$ cat src/logic/dram_geom_pkg.sv
package dram_geom_pkg;

	localparam int bank_w = 2;
	localparam int row_w = 4;
	localparam int col_w = 4;
	localparam int data_w = 64;
	localparam int ecc_w = 8;

	localparam int bank_count = 2 ** bank_w;
	localparam int array_words = 1024;

	typedef logic [bank_w-1:0] bank_t;
	typedef logic [row_w-1:0] row_t;
	typedef logic [col_w-1:0] col_t;

	// ECC byte sits above the data
	typedef logic [data_w+ecc_w-1:0] word_t;

	// Also the array index, row in the top bits
	typedef struct packed {
		row_t row;
		bank_t bank;
		col_t col;
	} beat_addr_t;

endpackage
$ cat src/logic/dram_read_port.sv
`timescale 1ns/1ns

module dram_read_port
	import dram_geom_pkg::*;
(
	input  logic clk,
	input  logic arst_n,
	input  logic beat_valid,
	input  word_t word_q,
	output word_t rd_data,
	output logic rd_valid,
	output logic rd_strobe
);

	always_ff @(posedge clk or negedge arst_n)
	begin
		if (!arst_n)
		begin
			rd_valid <= 1'b0;
			rd_strobe <= 1'b0;
		end
		else
		begin
			rd_valid <= beat_valid;
			rd_strobe <= beat_valid ? ~rd_strobe : 1'b0; // Idle strobe parks low
		end
	end

	always_ff @(posedge clk)
	begin
		if (beat_valid)
			rd_data <= word_q;
	end

	assert property (@(posedge clk) disable iff (!arst_n) !$isunknown(rd_valid))
		else $error("rd_valid unknown");

endmodule

$ cat config.mk
export PLATFORM = sky130hd
export DESIGN_NAME = dram_read_port
export DESIGN_NICKNAME = d
export VERILOG_FILES = /design/src/logic/dram_geom_pkg.sv /design/src/logic/dram_read_port.sv
export SDC_FILE = /design/constraint.sdc
export NUM_CORES = 1
export LEC_CHECK = 0
export ABC_CLOCK_PERIOD_IN_PS = 800
export BUFFER_PORTS_ARGS = -buffer_cell sky130_fd_sc_hd__buf_2
export CAP_MARGIN = 0
export CORE_AREA = 8 8 83 85
export DETAILED_ROUTE_END_ITERATION = 10
export DIE_AREA = 0 0 91 93
export PLACE_DENSITY = 0.77
export SLEW_MARGIN = 20
export SYNTH_ARGS = -nofsm -noshare
export SYNTH_HDL_FRONTEND = slang
export SYNTH_SLANG_ARGS = --single-unit
$ cat constraint.sdc
create_clock -name clk -period 0.8 [get_ports clk]
set_input_delay 0.16 -clock clk [delete_from_list [all_inputs] [get_ports clk]]
set_output_delay 0.16 -clock clk [all_outputs]
set_load 0.01 [all_outputs]
# Word level (Yosys, flattened, before mapping)
# Index checks and enable logic that the tools add are counted.
# Widths: inputs -> output; s select.
# totals
reg_bits	74
rom_bits	0
inputBits	75
mem_count	0
out_inout_bits	74
elab_cells	5
ram_bits	0
latchBits	0
# op_classes
div_mod_pow	0
shift	0
n_mul	0
muxes	1
n_addsub	0
n_eq_ne	0
n_lt_le_gt_ge	0
bitwise_logic	1
n_reduce_logical	0
# op_table
operator	count
$mux 1	1
$not 1->1	1

# Depth between registers and ports, before layout
# depth
word_depth	2
mapped_depth	1
ltp_nobuf	1

# Least setup slack after synthesis
# Ideal clock, no wire load.
# synth_timing
kind	reg-to-reg
from	register rd_strobe
to	register rd_strobe
arrival_ps	520
setup_time_ps	68
n_path_buf	0
period_less_slack_ps	588
path_stages_with_launch	2
slack_ps	212
required_ps	732
path_cell_list	dfrtp_1 > nor2b_4
# synth_via
elab_chain_cells	2
# synth_lines
element	line_no	rtl
start: declaration	dram_read_port.sv:12	output logic rd_strobe
start signal: assignment	dram_read_port.sv:25	rd_strobe <= beat_valid ? ~rd_strobe : 1'b0;
$not 1->1	dram_read_port.sv:25	
$mux 1	dram_read_port.sv:25	
# Every way passes these cells.
# A chain may end at the register's enable or synchronous reset.

# Worst setup path after layout
# layout_timing
from	register rd_data[65]
to	output rd_data[65]
# layout_rtl
element	line_no	rtl
start: declaration	dram_read_port.sv:10	output word_t rd_data,
start signal: assignment	dram_read_port.sv:32	rd_data <= word_q;
# No word-level cell between the ends.

==> flow_summary.json <==
{
  "area_of_the_mapped_netlist_mm2": 0.002226,
  "worst_slew_pin_slew_ns": 0.1819,
  "synth_register_bits": 74,
  "drv_cap": 0,
  "postLayoutSetupSlackWorst_ns": -0.3147,
  "post_route_cells_drive_above_1_share": 0.5363,
  "internal_power_w": 0.006636,
  "grt_remaining_overflow": 0,
  "die_width_um": 91,
  "timing.final.crit_share": 1.393,
  "timing.critical_path.max_delay_family": "flip-flops",
  "synth_top_area_cell": "edfxtp_1",
  "stdcell_area_mm2": 0.004104,
  "net_count_of_the_mapped_netlist": 150,
  "timing.fmax_ghz": 0.8971,
  "core_area_mm2": 0.005675,
  "worst-endpoint-arrival_ns": 0.95,
  "tritoncts": "yes",
  "ys_warn_count": 0,
  "synth_cell_type_count": 3,
  "seqPwrFrac": 0.541,
  "maximum_vdd_ir_drop_uv": 1383,
  "io-pin-count": 149,
  "die_outline_area_mm2": 0.008463,
  "swShare": 0.2334,
  "share_clk_of_total_power": 0.328,
  "setup_viol_count_final": 74,
  "setup_total_negative_slack_ns": -16.66,
  "min_hold_slack_ns": 0.1345,
  "violations_in_the_final_reports": "setup timing",
  "antenna_found_initial": 0,
  "grt_pass1_vias": 2073,
  "count_of_mapped_cells_out_of_synthesis": 75,
  "design.final.nets": 387,
  "r2r.worst_path.cells": 3,
  "combPwrFrac": 0.131,
  "drc_errors": 0,
  "die-height_um": 93,
  "timing.setup.critical_path_class": "flip-flop to primary output",
  "slew_headroom": 0.8788,
  "cp.buffers_inverters": 1,
  "cp_num_cells": 1,
  "grt_start_max_net_pins": 35,
  "std_cell_rows": 28,
  "hold_viol": 0,
  "cts_made_buffers": 9,
  "timing.critical_path.slowest_stage_cell": "edfxtp_1",
  "n_fill_cell": 358,
  "cellPowerDensity_mw_per_mm2": 2109,
  "final_period_minus_worst_setup_slack_ns": 1.115,
  "drt_iter0_drc": 87,
  "clock_tree.buffer_depth": 2,
  "grtUsageTotal": 0.1834,
  "timing.rr.start": "rd_strobe",
  "starting_utilization_of_the_core_area": 0.3922,
  "crit_start": "rd_data[65]",
  "net-switching-power_w": 0.002020,
  "drt.antenna.violating_nets": 0,
  "vias_per_cell": 4.441,
  "run_status": "complete, but fails checks",
  "wirelength_um": 8022,
  "wire_length_of_the_first_global_routing_pass_um": 11410,
  "syn-mean-instance-area_um2": 29.68,
  "netlist_top_cells_area": "edfxtp_1, dfrtp_1, nor2b_4",
  "min-delay-path-class": "input pin to async pin",
  "numPortBuffers": 148,
  "cell_by_cell_trace_of_the_critical_path": "buf_6",
  "area.growth.synth_to_final_pct": 84.37,
  "finalClockSkew_ns": 0,
  "rsz0062_at_grt": "true",
  "clk_latency_ns": 0.34,
  "design_power_total_w": 0.008656,
  "via_count": 1741,
  "cts.root.buffer_cell": "clkbuf_8",
  "drv_slew": 0,
  "firstDrtPassIters": 4,
  "netlist.area_leader.share": 0.9713,
  "place.gp.congestion": 0.6947,
  "required_ns": 0.64,
  "cts.reportedPaths.clkPinSlew_ns": 0.08,
  "endpoint_kind": "primary output",
  "critical_path_max_stage_delay_ns": 0.45,
  "critical_path.startpoint_type": "flip-flop",
  "clock_tree.htree_level_count": 3,
  "dpl-instance-area_mm2": 0.003108,
  "antenna-diode-count": 0,
  "clock_sinks": 74,
  "leakage_nw": 1.764,
  "synth.yosys.seq_area_share": 0.9938,
  "worstPathMaxFanout": 1,
  "wire_length_per_cell_after_detailed_routing_um": 20.46
}
power by group through the flow:
stage	sequential (W)	combinational, W	clock [W]
4_1_cts	0.00466	0.00106	0.00285
2_1_floorplan	0.00492	0.00000516	0
3_5_place_dp	0.00474	0.000774	0
3_3_place_gp	0.00473	0.000759	0
5_1_grt	0.00471	0.00120	0.00303
6_report	0.00469	0.00113	0.00284
repair_timing:
action / 4_1_cts / 5_1_grt
setup endpoints to repair: 74 / 74
hold buffers: 73 / 0
buffers inserted: 1 / 1
gates resized for setup: 1 / 11
hold endpoints to repair: 74 / 0
flip-flops by register name (all words and copies together), names as in the netlist:
name	count
rd_valid	1
rd_strobe	1
rd_data	72
final cells by class:
type / instances / area, um^2 / share of cell area
Sequential cell: 74 / 2212 / 0.5390
Timing Repair Buffer: 226 / 1590 / 0.3875
Clock buffer: 9 / 123.9 / 0.03018
Tap cell: 75 / 93.84 / 0.02287
Clock inverter: 7 / 70.07 / 0.01707
Multi-Input combinational cell: 1 / 13.76 / 0.003354
cells in the mapped netlist:
cell / n
dfrtp_1: 2
edfxtp_1: 72
nor2b_4: 1
stage by stage:
step / cells / util / setup WS [ns]
after floorplan: 75 / - / 0.2125
after global placement: 301 / 0.5476 / -0.05378
after detailed placement: 301 / 0.5476 / -0.06337
after CTS: 391 / 0.7130 / -0.2831
after global routing: 392 / 0.7231 / -0.3545
final: 392 / 0.7231 / -0.3147
cells by family (layout without fill, tap and decap cells):
logic type / count (synthesis) / after routing / share of synthesized area
flip-flops: 74 / 74 / 0.9938
AND/OR/NAND/NOR: 1 / 1 / 0.006182
buffers and inverters: 0 / 242 / 0
cell usage in the layout (no fill, tap or decap), drive strengths merged:
cell	netlist	routed
dfrtp	2	2
edfxtp	72	72
dlygate4sd3	0	73
nor2b	1	1
clkinv	0	2
clkbuf	0	9
bufinv	0	1
buf	0	153
clkinvlp	0	4
path summary, 6_finish.rpt:
check / to / slack [ns]
setup reg to reg: rd_strobe / 0.02
max in group asynchronous: rd_valid / 0.56
setup / recovery: rd_data[65] / -0.31
hold reg to reg: rd_strobe / 0.62
min in group clk: rd_valid / 0.22
hold / removal: rd_strobe / 0.13
metal layers:
layer | up-vias | GRT usage | share of wire
met2 | 123 | 0.3235 | 0.52
li1 | 774 | - | -
met5 | - | 0 | 0
met4 | 0 | 0.08458 | 0.023
met3 | 17 | 0.1234 | 0.13
met1 | 827 | 0.1559 | 0.33
Note: power is estimated with default switching activity, not from simulation.
