File: config.mk
export PLATFORM = sky130hd
export DESIGN_NAME = dram_cmd_ctrl
export DESIGN_NICKNAME = d
export VERILOG_FILES = /design/src/logic/dram_geom_pkg.sv /design/src/logic/dram_cmd_pkg.sv /design/src/logic/dram_cmd_ctrl.sv
export SDC_FILE = /design/constraint.sdc
export NUM_CORES = 1
export LEC_CHECK = 0
export ABC_CLOCK_PERIOD_IN_PS = 11800
export BUFFER_PORTS_ARGS = -buffer_cell sky130_fd_sc_hd__buf_2
export CORE_AREA = 2 2 276 278
export CTS_BUF_LIST = sky130_fd_sc_hd__clkbuf_2 sky130_fd_sc_hd__clkbuf_4 sky130_fd_sc_hd__clkbuf_8
export CTS_CLUSTER_SIZE = 30
export DETAILED_ROUTE_END_ITERATION = 10
export DIE_AREA = 0 0 278 280
export SLEW_MARGIN = 20
export SYNTH_ARGS = -nofsm -noshare
export SYNTH_HDL_FRONTEND = slang
export SYNTH_SLANG_ARGS = --single-unit
export TNS_END_PERCENT = 100
File: constraint.sdc
create_clock -name clk -period 11.8 [get_ports clk]
set_input_delay 2.36 -clock clk [delete_from_list [all_inputs] [get_ports clk]]
set_output_delay 2.36 -clock clk [all_outputs]
set_load 0.02 [all_outputs]
File: src/logic/dram_geom_pkg.sv
package dram_geom_pkg;

	localparam int bank_w = 2;
	localparam int row_w = 4;
	localparam int col_w = 4;
	localparam int data_w = 64;
	localparam int ecc_w = 8;

	localparam int bank_count = 2 ** bank_w;
	localparam int array_words = 1024;

	typedef logic [bank_w-1:0] bank_t;
	typedef logic [row_w-1:0] row_t;
	typedef logic [col_w-1:0] col_t;

	// ECC byte sits above the data
	typedef logic [data_w+ecc_w-1:0] word_t;

	// Also the array index, row in the top bits
	typedef struct packed {
		row_t row;
		bank_t bank;
		col_t col;
	} beat_addr_t;

endpackage
File: src/logic/dram_cmd_pkg.sv
package dram_cmd_pkg;

	import dram_geom_pkg::*;

	typedef logic [7:0] bus_addr_t;

	// Sampled one clock after the bus drives it
	typedef struct packed {
		logic cs_n;
		logic ras_n;
		logic cas_n;
		logic we_n;
		bank_t ba;
		bus_addr_t addr;
	} dram_cmd_t;

	typedef enum logic [2:0] {
		cmd_nop,
		cmd_read,
		cmd_write,
		cmd_activate,
		cmd_mode
	} cmd_e;

	typedef logic [3:0] lat_t;

	localparam int queue_depth = 32;
	typedef logic [$clog2(queue_depth)-1:0] slot_t;

	localparam lat_t cas_lat_min = 4'd2;

	// Mode after reset, burst code 2 gives four beats
	localparam logic [1:0] burst_code_rst = 2'd2;
	localparam lat_t cas_lat_rst = 4'd2;
	localparam lat_t align_lat_rst = 4'd0;

endpackage

File: src/logic/dram_cmd_ctrl.sv
`timescale 1ns/1ns

module dram_cmd_ctrl
	import dram_geom_pkg::*;
	import dram_cmd_pkg::*;
(
	input  logic clk,
	input  logic arst_n,
	input  dram_cmd_t cmd,
	output logic [queue_depth-1:0] rd_ins_valid,
	output logic [queue_depth-1:0] wr_ins_valid,
	output beat_addr_t [queue_depth-1:0] rd_ins_addr,
	output beat_addr_t [queue_depth-1:0] wr_ins_addr
);

	dram_cmd_t cmd_q;
	cmd_e cmd_dec;

	logic [1:0] burst_code;
	lat_t cas_lat;
	lat_t align_lat;
	lat_t read_lat;
	lat_t write_lat;
	row_t row_q [bank_count];

	col_t burst_mask;
	col_t base_col;
	row_t open_row;
	slot_t rd_first;
	slot_t wr_first;

	// Column walks inside an aligned group of burst length
	function automatic beat_addr_t wrap_addr(input row_t row, input bank_t ba,
			input col_t col, input col_t mask, input slot_t beat);
		beat_addr_t a;
		a.row = row;
		a.bank = ba;
		a.col = (col & ~mask) | ((col + col_t'(beat)) & mask);
		return a;
	endfunction

	always_ff @(posedge clk or negedge arst_n)
	begin
		if (!arst_n)
			cmd_q <= '1; // Deselected
		else
			cmd_q <= cmd;
	end

	always_comb
	begin
		case ({cmd_q.cs_n, cmd_q.ras_n, cmd_q.cas_n, cmd_q.we_n})
			4'b0101: cmd_dec = cmd_read;
			4'b0100: cmd_dec = cmd_write;
			4'b0011: cmd_dec = cmd_activate;
			4'b0000: cmd_dec = cmd_mode;
			default: cmd_dec = cmd_nop;
		endcase
	end

	always_ff @(posedge clk or negedge arst_n)
	begin
		if (!arst_n)
		begin
			burst_code <= burst_code_rst;
			cas_lat <= cas_lat_rst;
			align_lat <= align_lat_rst;
			for (int b = 0; b < bank_count; b++)
				row_q[b] <= '0;
		end
		else
		begin
			if (cmd_dec == cmd_activate)
				row_q[cmd_q.ba] <= cmd_q.addr[row_w-1:0];
			if (cmd_dec == cmd_mode && cmd_q.ba == bank_t'(0))
			begin
				burst_code <= cmd_q.addr[1:0];
				cas_lat <= lat_t'(cmd_q.addr[6:4]);
			end
			if (cmd_dec == cmd_mode && cmd_q.ba == bank_t'(1))
				align_lat <= lat_t'(cmd_q.addr[5:3]);
		end
	end

	assign read_lat = cas_lat + align_lat;
	assign write_lat = read_lat - lat_t'(1);

	assign burst_mask = col_t'((5'd1 << burst_code) - 5'd1);
	assign base_col = cmd_q.addr[col_w-1:0];
	assign open_row = row_q[cmd_q.ba];
	assign rd_first = slot_t'(read_lat);
	assign wr_first = slot_t'(write_lat) + slot_t'(1);

	// One slot per beat, beat n lands n slots above the first
	always_comb
	begin
		slot_t rd_beat;
		slot_t wr_beat;
		for (int s = 0; s < queue_depth; s++)
		begin
			rd_beat = slot_t'(s) - rd_first;
			wr_beat = slot_t'(s) - wr_first;
			rd_ins_valid[s] = (cmd_dec == cmd_read) && (slot_t'(s) >= rd_first) &&
				(rd_beat <= slot_t'(burst_mask));
			wr_ins_valid[s] = (cmd_dec == cmd_write) && (slot_t'(s) >= wr_first) &&
				(wr_beat <= slot_t'(burst_mask));
			rd_ins_addr[s] = wrap_addr(open_row, cmd_q.ba, base_col, burst_mask, rd_beat);
			wr_ins_addr[s] = wrap_addr(open_row, cmd_q.ba, base_col, burst_mask, wr_beat);
		end
	end

	// Mode may have been rewritten between reset and this read
	assert property (@(posedge clk) disable iff (!arst_n)
		cmd_dec == cmd_read |-> cas_lat >= cas_lat_min)
		else $error("read decoded with CAS latency %0d", cas_lat);

	// Each read or write marks one slot per beat
	assert property (@(posedge clk) disable iff (!arst_n)
		cmd_dec inside {cmd_read, cmd_write} |->
			$countones(rd_ins_valid | wr_ins_valid) == (32'd1 << burst_code))
		else $error("burst scheduled with wrong beat count");

endmodule

Yosys cells after proc, flatten, opt, wreduce, memory -nomap -nowiden
Index checks and enable logic that the tools add are counted.
Widths: inputs -> output; s select.
- bits in registers: 37
- input port bits: 16
- output and inout bits: 704
- add/sub/neg operators: 132
- order comparisons: 130
- equality and inequality tests: 8
- shift-type cells: 1
- mux-type cells: 7
- bitwise gates (word level): 131
- reductions and logical operators: 133
- operator list (cell ; number):
    $le 5x4->1 ; 64
    $and 4x4->4 ; 65
    $add 4x4->4 ; 64
    $or 4x4->4 ; 64
    $logic_and 1x1->1 ; 131
    $ge 5x4->1 const A ; 16
    $ge 5x5->1 const A ; 16
    $sub 5x4->5 const A ; 16
    $sub 5x5->5 const A ; 16
    $ge 4x5->1 const A ; 8
    $sub 4x4->5 const A ; 8
    $sub 4x5->5 const A ; 8
    $ge 4x4->1 const A ; 8
    $ge 3x5->1 const A ; 4
    $sub 3x4->5 const A ; 4
    $sub 3x5->5 const A ; 4
    $bwmux 16 ; 1
    $ge 3x4->1 const A ; 4
    $mux 4 ; 3
    $pmux 3 s4 ; 1
    $ge 1x5->1 const A ; 2
    $ge 2x5->1 const A ; 2
    $sub 1x4->5 const A ; 2
    $sub 1x5->5 const A ; 2
    other kinds (22) ; 29

Depth between registers and ports, before layout
Gate-level depths: netlist of run 1.
- depth after elaboration: 7
- depth in mapped cells: 17

Worst setup path before layout of run 1
Ideal clock, no wire load.
- path kind: register -> output
- start point: reg cas_lat[0]
- end point: out wr_ins_valid[25]
- data arrival time: 5.138 ns
- data required time: 9.440 ns
- setup slack: 4.302 ns
- cell stages (with the launch flop): 17
- path buffers: 2
- cell sequence: dfrtp_1 > ha_1 > fa_1 > xor2_1 > inv_2 > ha_1 > clkbuf_1 > a21boi_0 > xnor3_1 > inv_1 > buf_4 > ha_1 > nor2b_1 > nor3_1 > nor4b_1 > o21ai_0 > a211oi_1
- longest elaborated chain between the ends: 6
- elaborated cells between the ends (all ways): 8
- RTL lines (item ; line ; RTL):
    from (decl) ; dram_cmd_ctrl.sv:20 ; lat_t cas_lat;
    from (signal assigned) ; dram_cmd_ctrl.sv:66 ; cas_lat <= cas_lat_rst;
    from (signal assigned) ; dram_cmd_ctrl.sv:78 ; cas_lat <= lat_t'(cmd_q.addr[6:4]);
    $add 3x3->4 (*) ; dram_cmd_ctrl.sv:85 ; assign read_lat = cas_lat + align_lat;
    $sub 4x1->4 (*) ; dram_cmd_ctrl.sv:86 ; assign write_lat = read_lat - lat_t'(1);
    $add 4x1->5 (*) ; dram_cmd_ctrl.sv:92 ; assign wr_first = slot_t'(write_lat) + slot_t'(1);
    $sub 5x5->5 / $ge 5x5->1 (equally long branches) ; dram_cmd_ctrl.sv:102, dram_cmd_ctrl.sv:105 ;
    $le 5x4->1 / $logic_and 1x1->1 (equally long branches) ; dram_cmd_ctrl.sv:106, dram_cmd_ctrl.sv:105 ;
    $logic_and 1x1->1 (*) ; dram_cmd_ctrl.sv:105 ; wr_ins_valid[s] = (cmd_dec == cmd_write) && (slot_t'(s) >= wr_first) &&
    to (decl) ; dram_cmd_ctrl.sv:11 ; output logic [queue_depth-1:0] wr_ins_valid,
Every way passes the cells marked *; elsewhere a longest branch is shown, timed or not.

Worst setup path in the final report of run 1
Ends and elaborated chain as after synthesis.

==> out/metrics.yaml, run 1 <==
grt_antenna_before_repair: 12
dr.max_layer_used: "met5"
grt_max_degree: 75
tightest_slew_ps: 1080
cp_data_required_time_ps: 9440
cpPeakStageDelay_ps: 740
cts.sinks: 37
final_layout_size_suffix_gt1_share_pct: 63.7
reg2reg_slack_ps: 9650
start_util_pct: 12.1
gr-total-overflow: 0
dieArea_um2: 77800
via_per_inst: 3.17
min_path_type: "flop to flop"
status: "completed"
syn_area_um2: 9110
holdPathEnd: "row_q[1]"
clk_path_buf_depth: 2
regArea_um2: 948
layout_min_cycle_time_ps: 9300
cp_cell_sequence: "ha_1 > fa_1 > buf_4 > inv_1 > ha_1 > xnor3_2 > nor3_4 > xnor3_1 > inv_1 > ha_1 > nor2b_1 > nor3_1 > nor4b_1 > o21ai_0 > a211oi_1 > buf_2"
io_pins: 720
r2r-end: "row_q[12]"
ys.warnings.count: 0
ys_seq_area_share_pct: 10.4
synth_ff_type: "dfrtp_1"
synthToLayoutAreaGrowth_pct: 3.08
dp_slack_ps: 2910
path_delay_family: "adder cells"
multiInputGateArea_um2: 3350
postCtsHoldBufs: 0
cp_max_fo: 18
critPathSlowestCell: "xnor3_1"
wl_met1_um: 13500
vias: 7029
rsz0062_at_grt: "false"
cts_made_buffers: 5
finalPower_mw: 2.50
clk_latency_ps: 320
stdcell_area_um2: 9390
cts_tree: "done"
crit_arrival_ps: 6940
synth_edf_count: 0
finalSetupViolations: 0
max_freq_mhz: 108
first_iter_violations: 518
drc: 0
drt-total-wl_um: 29300
critPathMostFrequentCell: "ha_1"
final_cells: 2220
slew_viol_final: 0
wl_met2_um: 13400
cp-end-kind: "primary output"
synthCells: 1152
die_y_um: 280
cts_resized: 0
gp_congestion: 0.860
cts_max_level: 2
ys_ff_latch: 37
core_um2: 75200
nNetsFinal: 1315
cap_violations: 0
finalHoldViolCount: 0
grt_pass1_wl_um: 37800
routedWlPerCell_um: 13.2
crit_type: "flop to primary output"
cts_setup_buffers: 0
hold_start: "row_q[1]"
dp_hpwl_um: 23700
period_share_pct: 78.8
portBuffers: 716
ys_types: 60
dp.cells: 2211
min_path_cells: 2
cts_root_buffer: "clkbuf_8"
ant_nets: 0
cellLeakagePower_nw: 5.07
fin_ws_ps: 2500
async_reset_ff_share_pct: 100
fillCellCount: 8714
r2r-start: "cmd_q[11]"
grt_pass1_vias: 5214
clk_pin_slew_ps: 100
startpoint_type: "flop"
syn_avg_cell_area_um2: 7.91
place_area_um2: 9260
finalClockSkew_ps: 29.5
finalSetupTns_ps: 0
die_w_um: 278
row_count: 101
reg2regPathDepth: 4
maxSlewHeadroom_pct: 28.3
critPathLaunch: "cas_lat[0]"
irDropWorstVdd_mv: 0.143
crit_buf_inv: 4
first_pass_iters: 5
cellPowerDensity_nw_per_um2: 267
track_usage_pct: 6.55
wl_met3_um: 2160
-- Yosys cell counts (4+ instances only) --
master / count / area share [%]
a21o_1: 7 / 0.58
nor2_1: 36 / 1.5
nand2_1: 66 / 2.7
nand4_1: 4 / 0.27
or2_2: 4 / 0.27
a211oi_1: 11 / 0.91
nor3b_1: 5 / 0.41
o211ai_1: 6 / 0.49
and3_1: 9 / 0.62
clkbuf_1: 18 / 0.74
nand3b_1: 5 / 0.41
inv_1: 23 / 0.95
nand2b_1: 5 / 0.34
o21a_1: 4 / 0.33
buf_4: 621 / 51
nand3_1: 15 / 0.82
xor2_1: 11 / 1.1
dfrtp_1: 22 / 6.0
nor4_1: 10 / 0.69
mux4_2: 4 / 0.99
mux2_2: 21 / 2.6
xnor2_1: 21 / 2.0
o21ai_0: 24 / 1.3
a21oi_1: 28 / 1.5
and2_1: 6 / 0.41
fa_1: 6 / 1.3
nor3_1: 15 / 0.82
dfstp_2: 15 / 4.3
nor2b_1: 16 / 1.1
a31oi_1: 6 / 0.41
ha_1: 53 / 7.3
a2111oi_0: 5 / 0.48
-- layer usage --
layer  global-route usage (%)  up-vias
met2                     10.3      416
li1                         -     3325
met4                    0.748        8
met1                     9.39     3256
met3                     1.34       24
met5                        0        -
-- where the power goes --
group | switching (mW) | total (mW) | internal [mW] | leakage [nW]
registers | 0.0193 | 0.167 | 0.148 | 0.440
logic | 1.54 | 2.21 | 0.679 | 4.58
clock network | 0.0592 | 0.123 | 0.0635 | 0.0544
total | 1.61 | 2.50 | 0.890 | 5.07
-- kinds of logic after synthesis --
group / synth area share, %
buffers and inverters: 53.3
AND/OR/NAND/NOR: 11.9
AO/OA/AOI/OAI: 8.18
adder cells (fa/ha/maj): 8.60
flip-flops: 10.4
XOR/XNOR: 4.08
multiplexers: 3.58
other: 0.0412
-- worst register-to-register path, stage by stage, from the launching register on --
cell and delay, ps:
dfstp_2 570, nand2_1 50, nor3_1 340, nor3b_1 680, mux2_2 410
-- how the worst max path moves through the flow --
stage	endpoint	slack (ps)	depth (start not counted)
floorplan	wr_ins_valid[25]	4300	16
global placement	wr_ins_valid[25]	3010	16
detailed placement	wr_ins_valid[25]	2910	16
CTS	wr_ins_valid[25]	2520	16
global route	wr_ins_valid[25]	2180	16
finish	wr_ins_valid[25]	2500	16
-- cell usage in the layout (no fill, tap or decap), drive strengths merged, types with 9 or more instances in the layout --
cell    count
mux2       21
a211oi     11
buf       725
xnor2      21
nor4       10
nand2      66
and3        9
o21ai      24
xor2       11
inv        26
nor2b      16
a21oi      28
nand3      15
dfrtp      22
dfstp      15
nor3       17
ha         53
nor2       36
-- layout make-up --
type | count | area share (%)
clock inverters | 3 | 0.493
multi-input cells | 445 | 35.7
inverters | 26 | 1.04
well taps | 978 | 13.0
flip-flops and latches | 37 | 10.1
diodes | 1 | 0.0266
clock buffers | 5 | 0.733
repair buffers | 725 | 38.9
-- registers in the layout, summed over array words and instances, names as in the netlist --
| register | flops |
|---|---|
| base_col | 4 |
| cas_lat | 3 |
| rd_ins_addr | 2 |
| align_lat | 3 |
| row_q | 16 |
| cmd_q | 7 |
| burst_code | 2 |
-- metrics by stage --
step | hold slack [ps] | util, %
floorplan | 445 | -
global placement | 457 | 12.3
detailed placement | 473 | 12.3
CTS | 497 | 12.5
global route | 526 | 12.5
finish | 493 | 12.5
(Power assumes the default switching activity.)
==> run 2, diff against run 1 <==
Settings changed: ABC_CLOCK_PERIOD_IN_PS 11800 to 8300, CORE_AREA 2 2 276 278 to 2 2 283 285, DIE_AREA 0 0 278 280 to 0 0 285 287.
Clock period 11.8 ns to 8.3 ns, I/O delays scaled along.
==> run 2 against run 1 <==
  * Register-to-register slack worse by 3600 ps
  * Worst hold slack got worse by 0.77 ps
  * Core utilization fell by 0.38 points
  * Sequential power up 41%
  * Power increased by 45%
  * Clock power rose by 82%
  * Critical path type unchanged
  * Via count down 0.61%
  * Die area up 5.1%
  * Largest cell class unchanged
  * Flip-flop and latch count unchanged
  * First-iteration DRC count is 18% lower
  * Cell count grew 3.4%
  * Setup slack lost 1400 ps
==> out/metrics.yaml, run 2 (synthesis gave the netlist of run 1 again) <==
nNetsFinal: 1319
cts_tree: "done"
largest_reg_flops: 16
cts.sinks: 37
cts_made_buffers: 5
fillCellCount: 9075
final_common_cell: "buf_2"
crit_arrival_ps: 5540
cts_root_buffer: "clkbuf_8"
combPwrFrac_pct: 87.3
clk_pin_slew_ps: 120
ant_nets: 0
finalPower_mw: 3.63
startpoint_type: "flop"
cp-end-kind: "primary output"
cap_violations: 0
layout_min_cycle_time_ps: 7200
synthToLayoutAreaGrowth_pct: 4.48
max_freq_mhz: 139
period_share_pct: 86.8
first_pass_iters: 5
place_area_um2: 9370
cts_max_level: 2
stdcell_area_um2: 9520
dp_hpwl_um: 22700
irDropWorstVdd_mv: 0.158
die_y_um: 287
grt_pass1_wl_um: 37500
portBuffers: 716
p_sw_share_pct: 63.6
die_w_um: 285
dp_slack_ps: 1560
final_cell_mix: "buf_2, nand2_1, ha_1"
hold_slack_ps: 492
grt_max_degree: 75
finalSetupViolations: 0
postCtsHoldBufs: 0
final_layout_size_suffix_gt1_share_pct: 63.7
maxSlewHeadroom_pct: 28.9
core_um2: 78600
routedWlPerCell_um: 12.4
min_path_type: "flop to flop"
cellLeakagePower_nw: 5.10
status: "completed"
regArea_um2: 945
vias: 6986
p_switching_mw: 2.31
tightest_slew_ps: 1070
p_seq_share_pct: 6.5
p_int_mw: 1.32
diodes: 0
critPathSlowestCell: "xnor3_2"
rsz0062_at_grt: "false"
path_delay_family: "adder cells"
start_util_pct: 11.6
row_count: 103
clk_latency_ps: 350
cp_data_required_time_ps: 6640
regMostFlops: "row_q"
track_usage_pct: 6.11
drc: 0
crit_buf_inv: 5
multiInputGateArea_um2: 3340
pwr-share-clk_pct: 6.2
gr-total-overflow: 0
cts_resized: 0
cp_max_fo: 16
finalHoldViolCount: 0
cts_setup_buffers: 0
finalClockSkew_ps: 36.1
grt_pass1_vias: 5442
slew_viol_final: 0
clk_path_buf_depth: 2
fin_ws_ps: 1100
io_pins: 720
gp_congestion: 0.856
cpPeakStageDelay_ps: 650
drt-total-wl_um: 28500
via_per_inst: 3.04
cp_cell_sequence: "ha_1 > fa_1 > inv_1 > buf_4 > ha_1 > xnor3_2 > nor3_4 > buf_4 > xnor3_1 > inv_1 > ha_1 > nor2b_1 > nor3_1 > nor4b_1 > o21ai_0 > a211oi_1 > buf_2"
crit_type: "flop to primary output"
cellPowerDensity_nw_per_um2: 381
dieArea_um2: 81800
finalSetupTns_ps: 0
first_iter_violations: 427
critPathMostFrequentCell: "ha_1"
grt_antenna_before_repair: 10
-- run 2: changes by cell type in the layout (fill, tap and decap cells not counted), sizes merged --
cell / change
inv: +1
buf: +4
clkinv: -1
bufinv: +1
clkinvlp: -1
diode: -1
-- run 2: final cells by class --
cell class                 count  area share [%]
tap                         1050            13.8
sequential                    37            9.92
timing repair buffer         729            38.7
inverter                      26            1.03
clock inverter                 3           0.723
clock buffer                   5           0.723
multi-input combinational    445            35.1
-- run 2: final timing paths --
check	to	from	slack, ps	cells after the start
worst max-delay path	wr_ins_valid[25]	cas_lat[0]	1100	17
worst min-delay path	row_q[9]	row_q[9]	490	2
worst max register to register	row_q[14]	cmd_q[10]	6050	4
worst min register to register	row_q[9]	row_q[9]	490	2
max in group asynchronous	align_lat[2]	arst_n	6480	2
min in group asynchronous	row_q[1]	arst_n	1390	2
-- run 2: worst register-to-register path: cells and delay by family (launching register included) --
family,cells,cell delay (ps)
mux,1,420
flops,1,560
simple gates,3,1160
-- run 2: power groups by stage --
stage / registers (mW) / clock network [mW] / logic [mW]
2_1_floorplan: 0.233 / 0 / 2.91
3_3_place_gp: 0.239 / 0 / 3.16
3_5_place_dp: 0.240 / 0 / 3.17
4_1_cts: 0.237 / 0.245 / 3.18
5_1_grt: 0.243 / 0.248 / 3.43
6_report: 0.236 / 0.224 / 3.17
-- run 2: routing by layer --
layer / wire [µm] / up-vias / global-route usage, %
li1: - / 3331 / -
met1: 12700 / 3216 / 8.45
met2: 13200 / 404 / 9.68
met3: 2360 / 25 / 1.68
met4: 202 / 10 / 0.759
met5: 59 / - / 0
-- run 2: per-stage QoR --
| stage | cells | utilization [%] |
|---|---|---|
| floorplan | 1153 | - |
| global placement | 2287 | 11.9 |
| detailed placement | 2287 | 11.9 |
| CTS | 2295 | 12.1 |
| global route | 2295 | 12.1 |
| finish | 2295 | 12.1 |
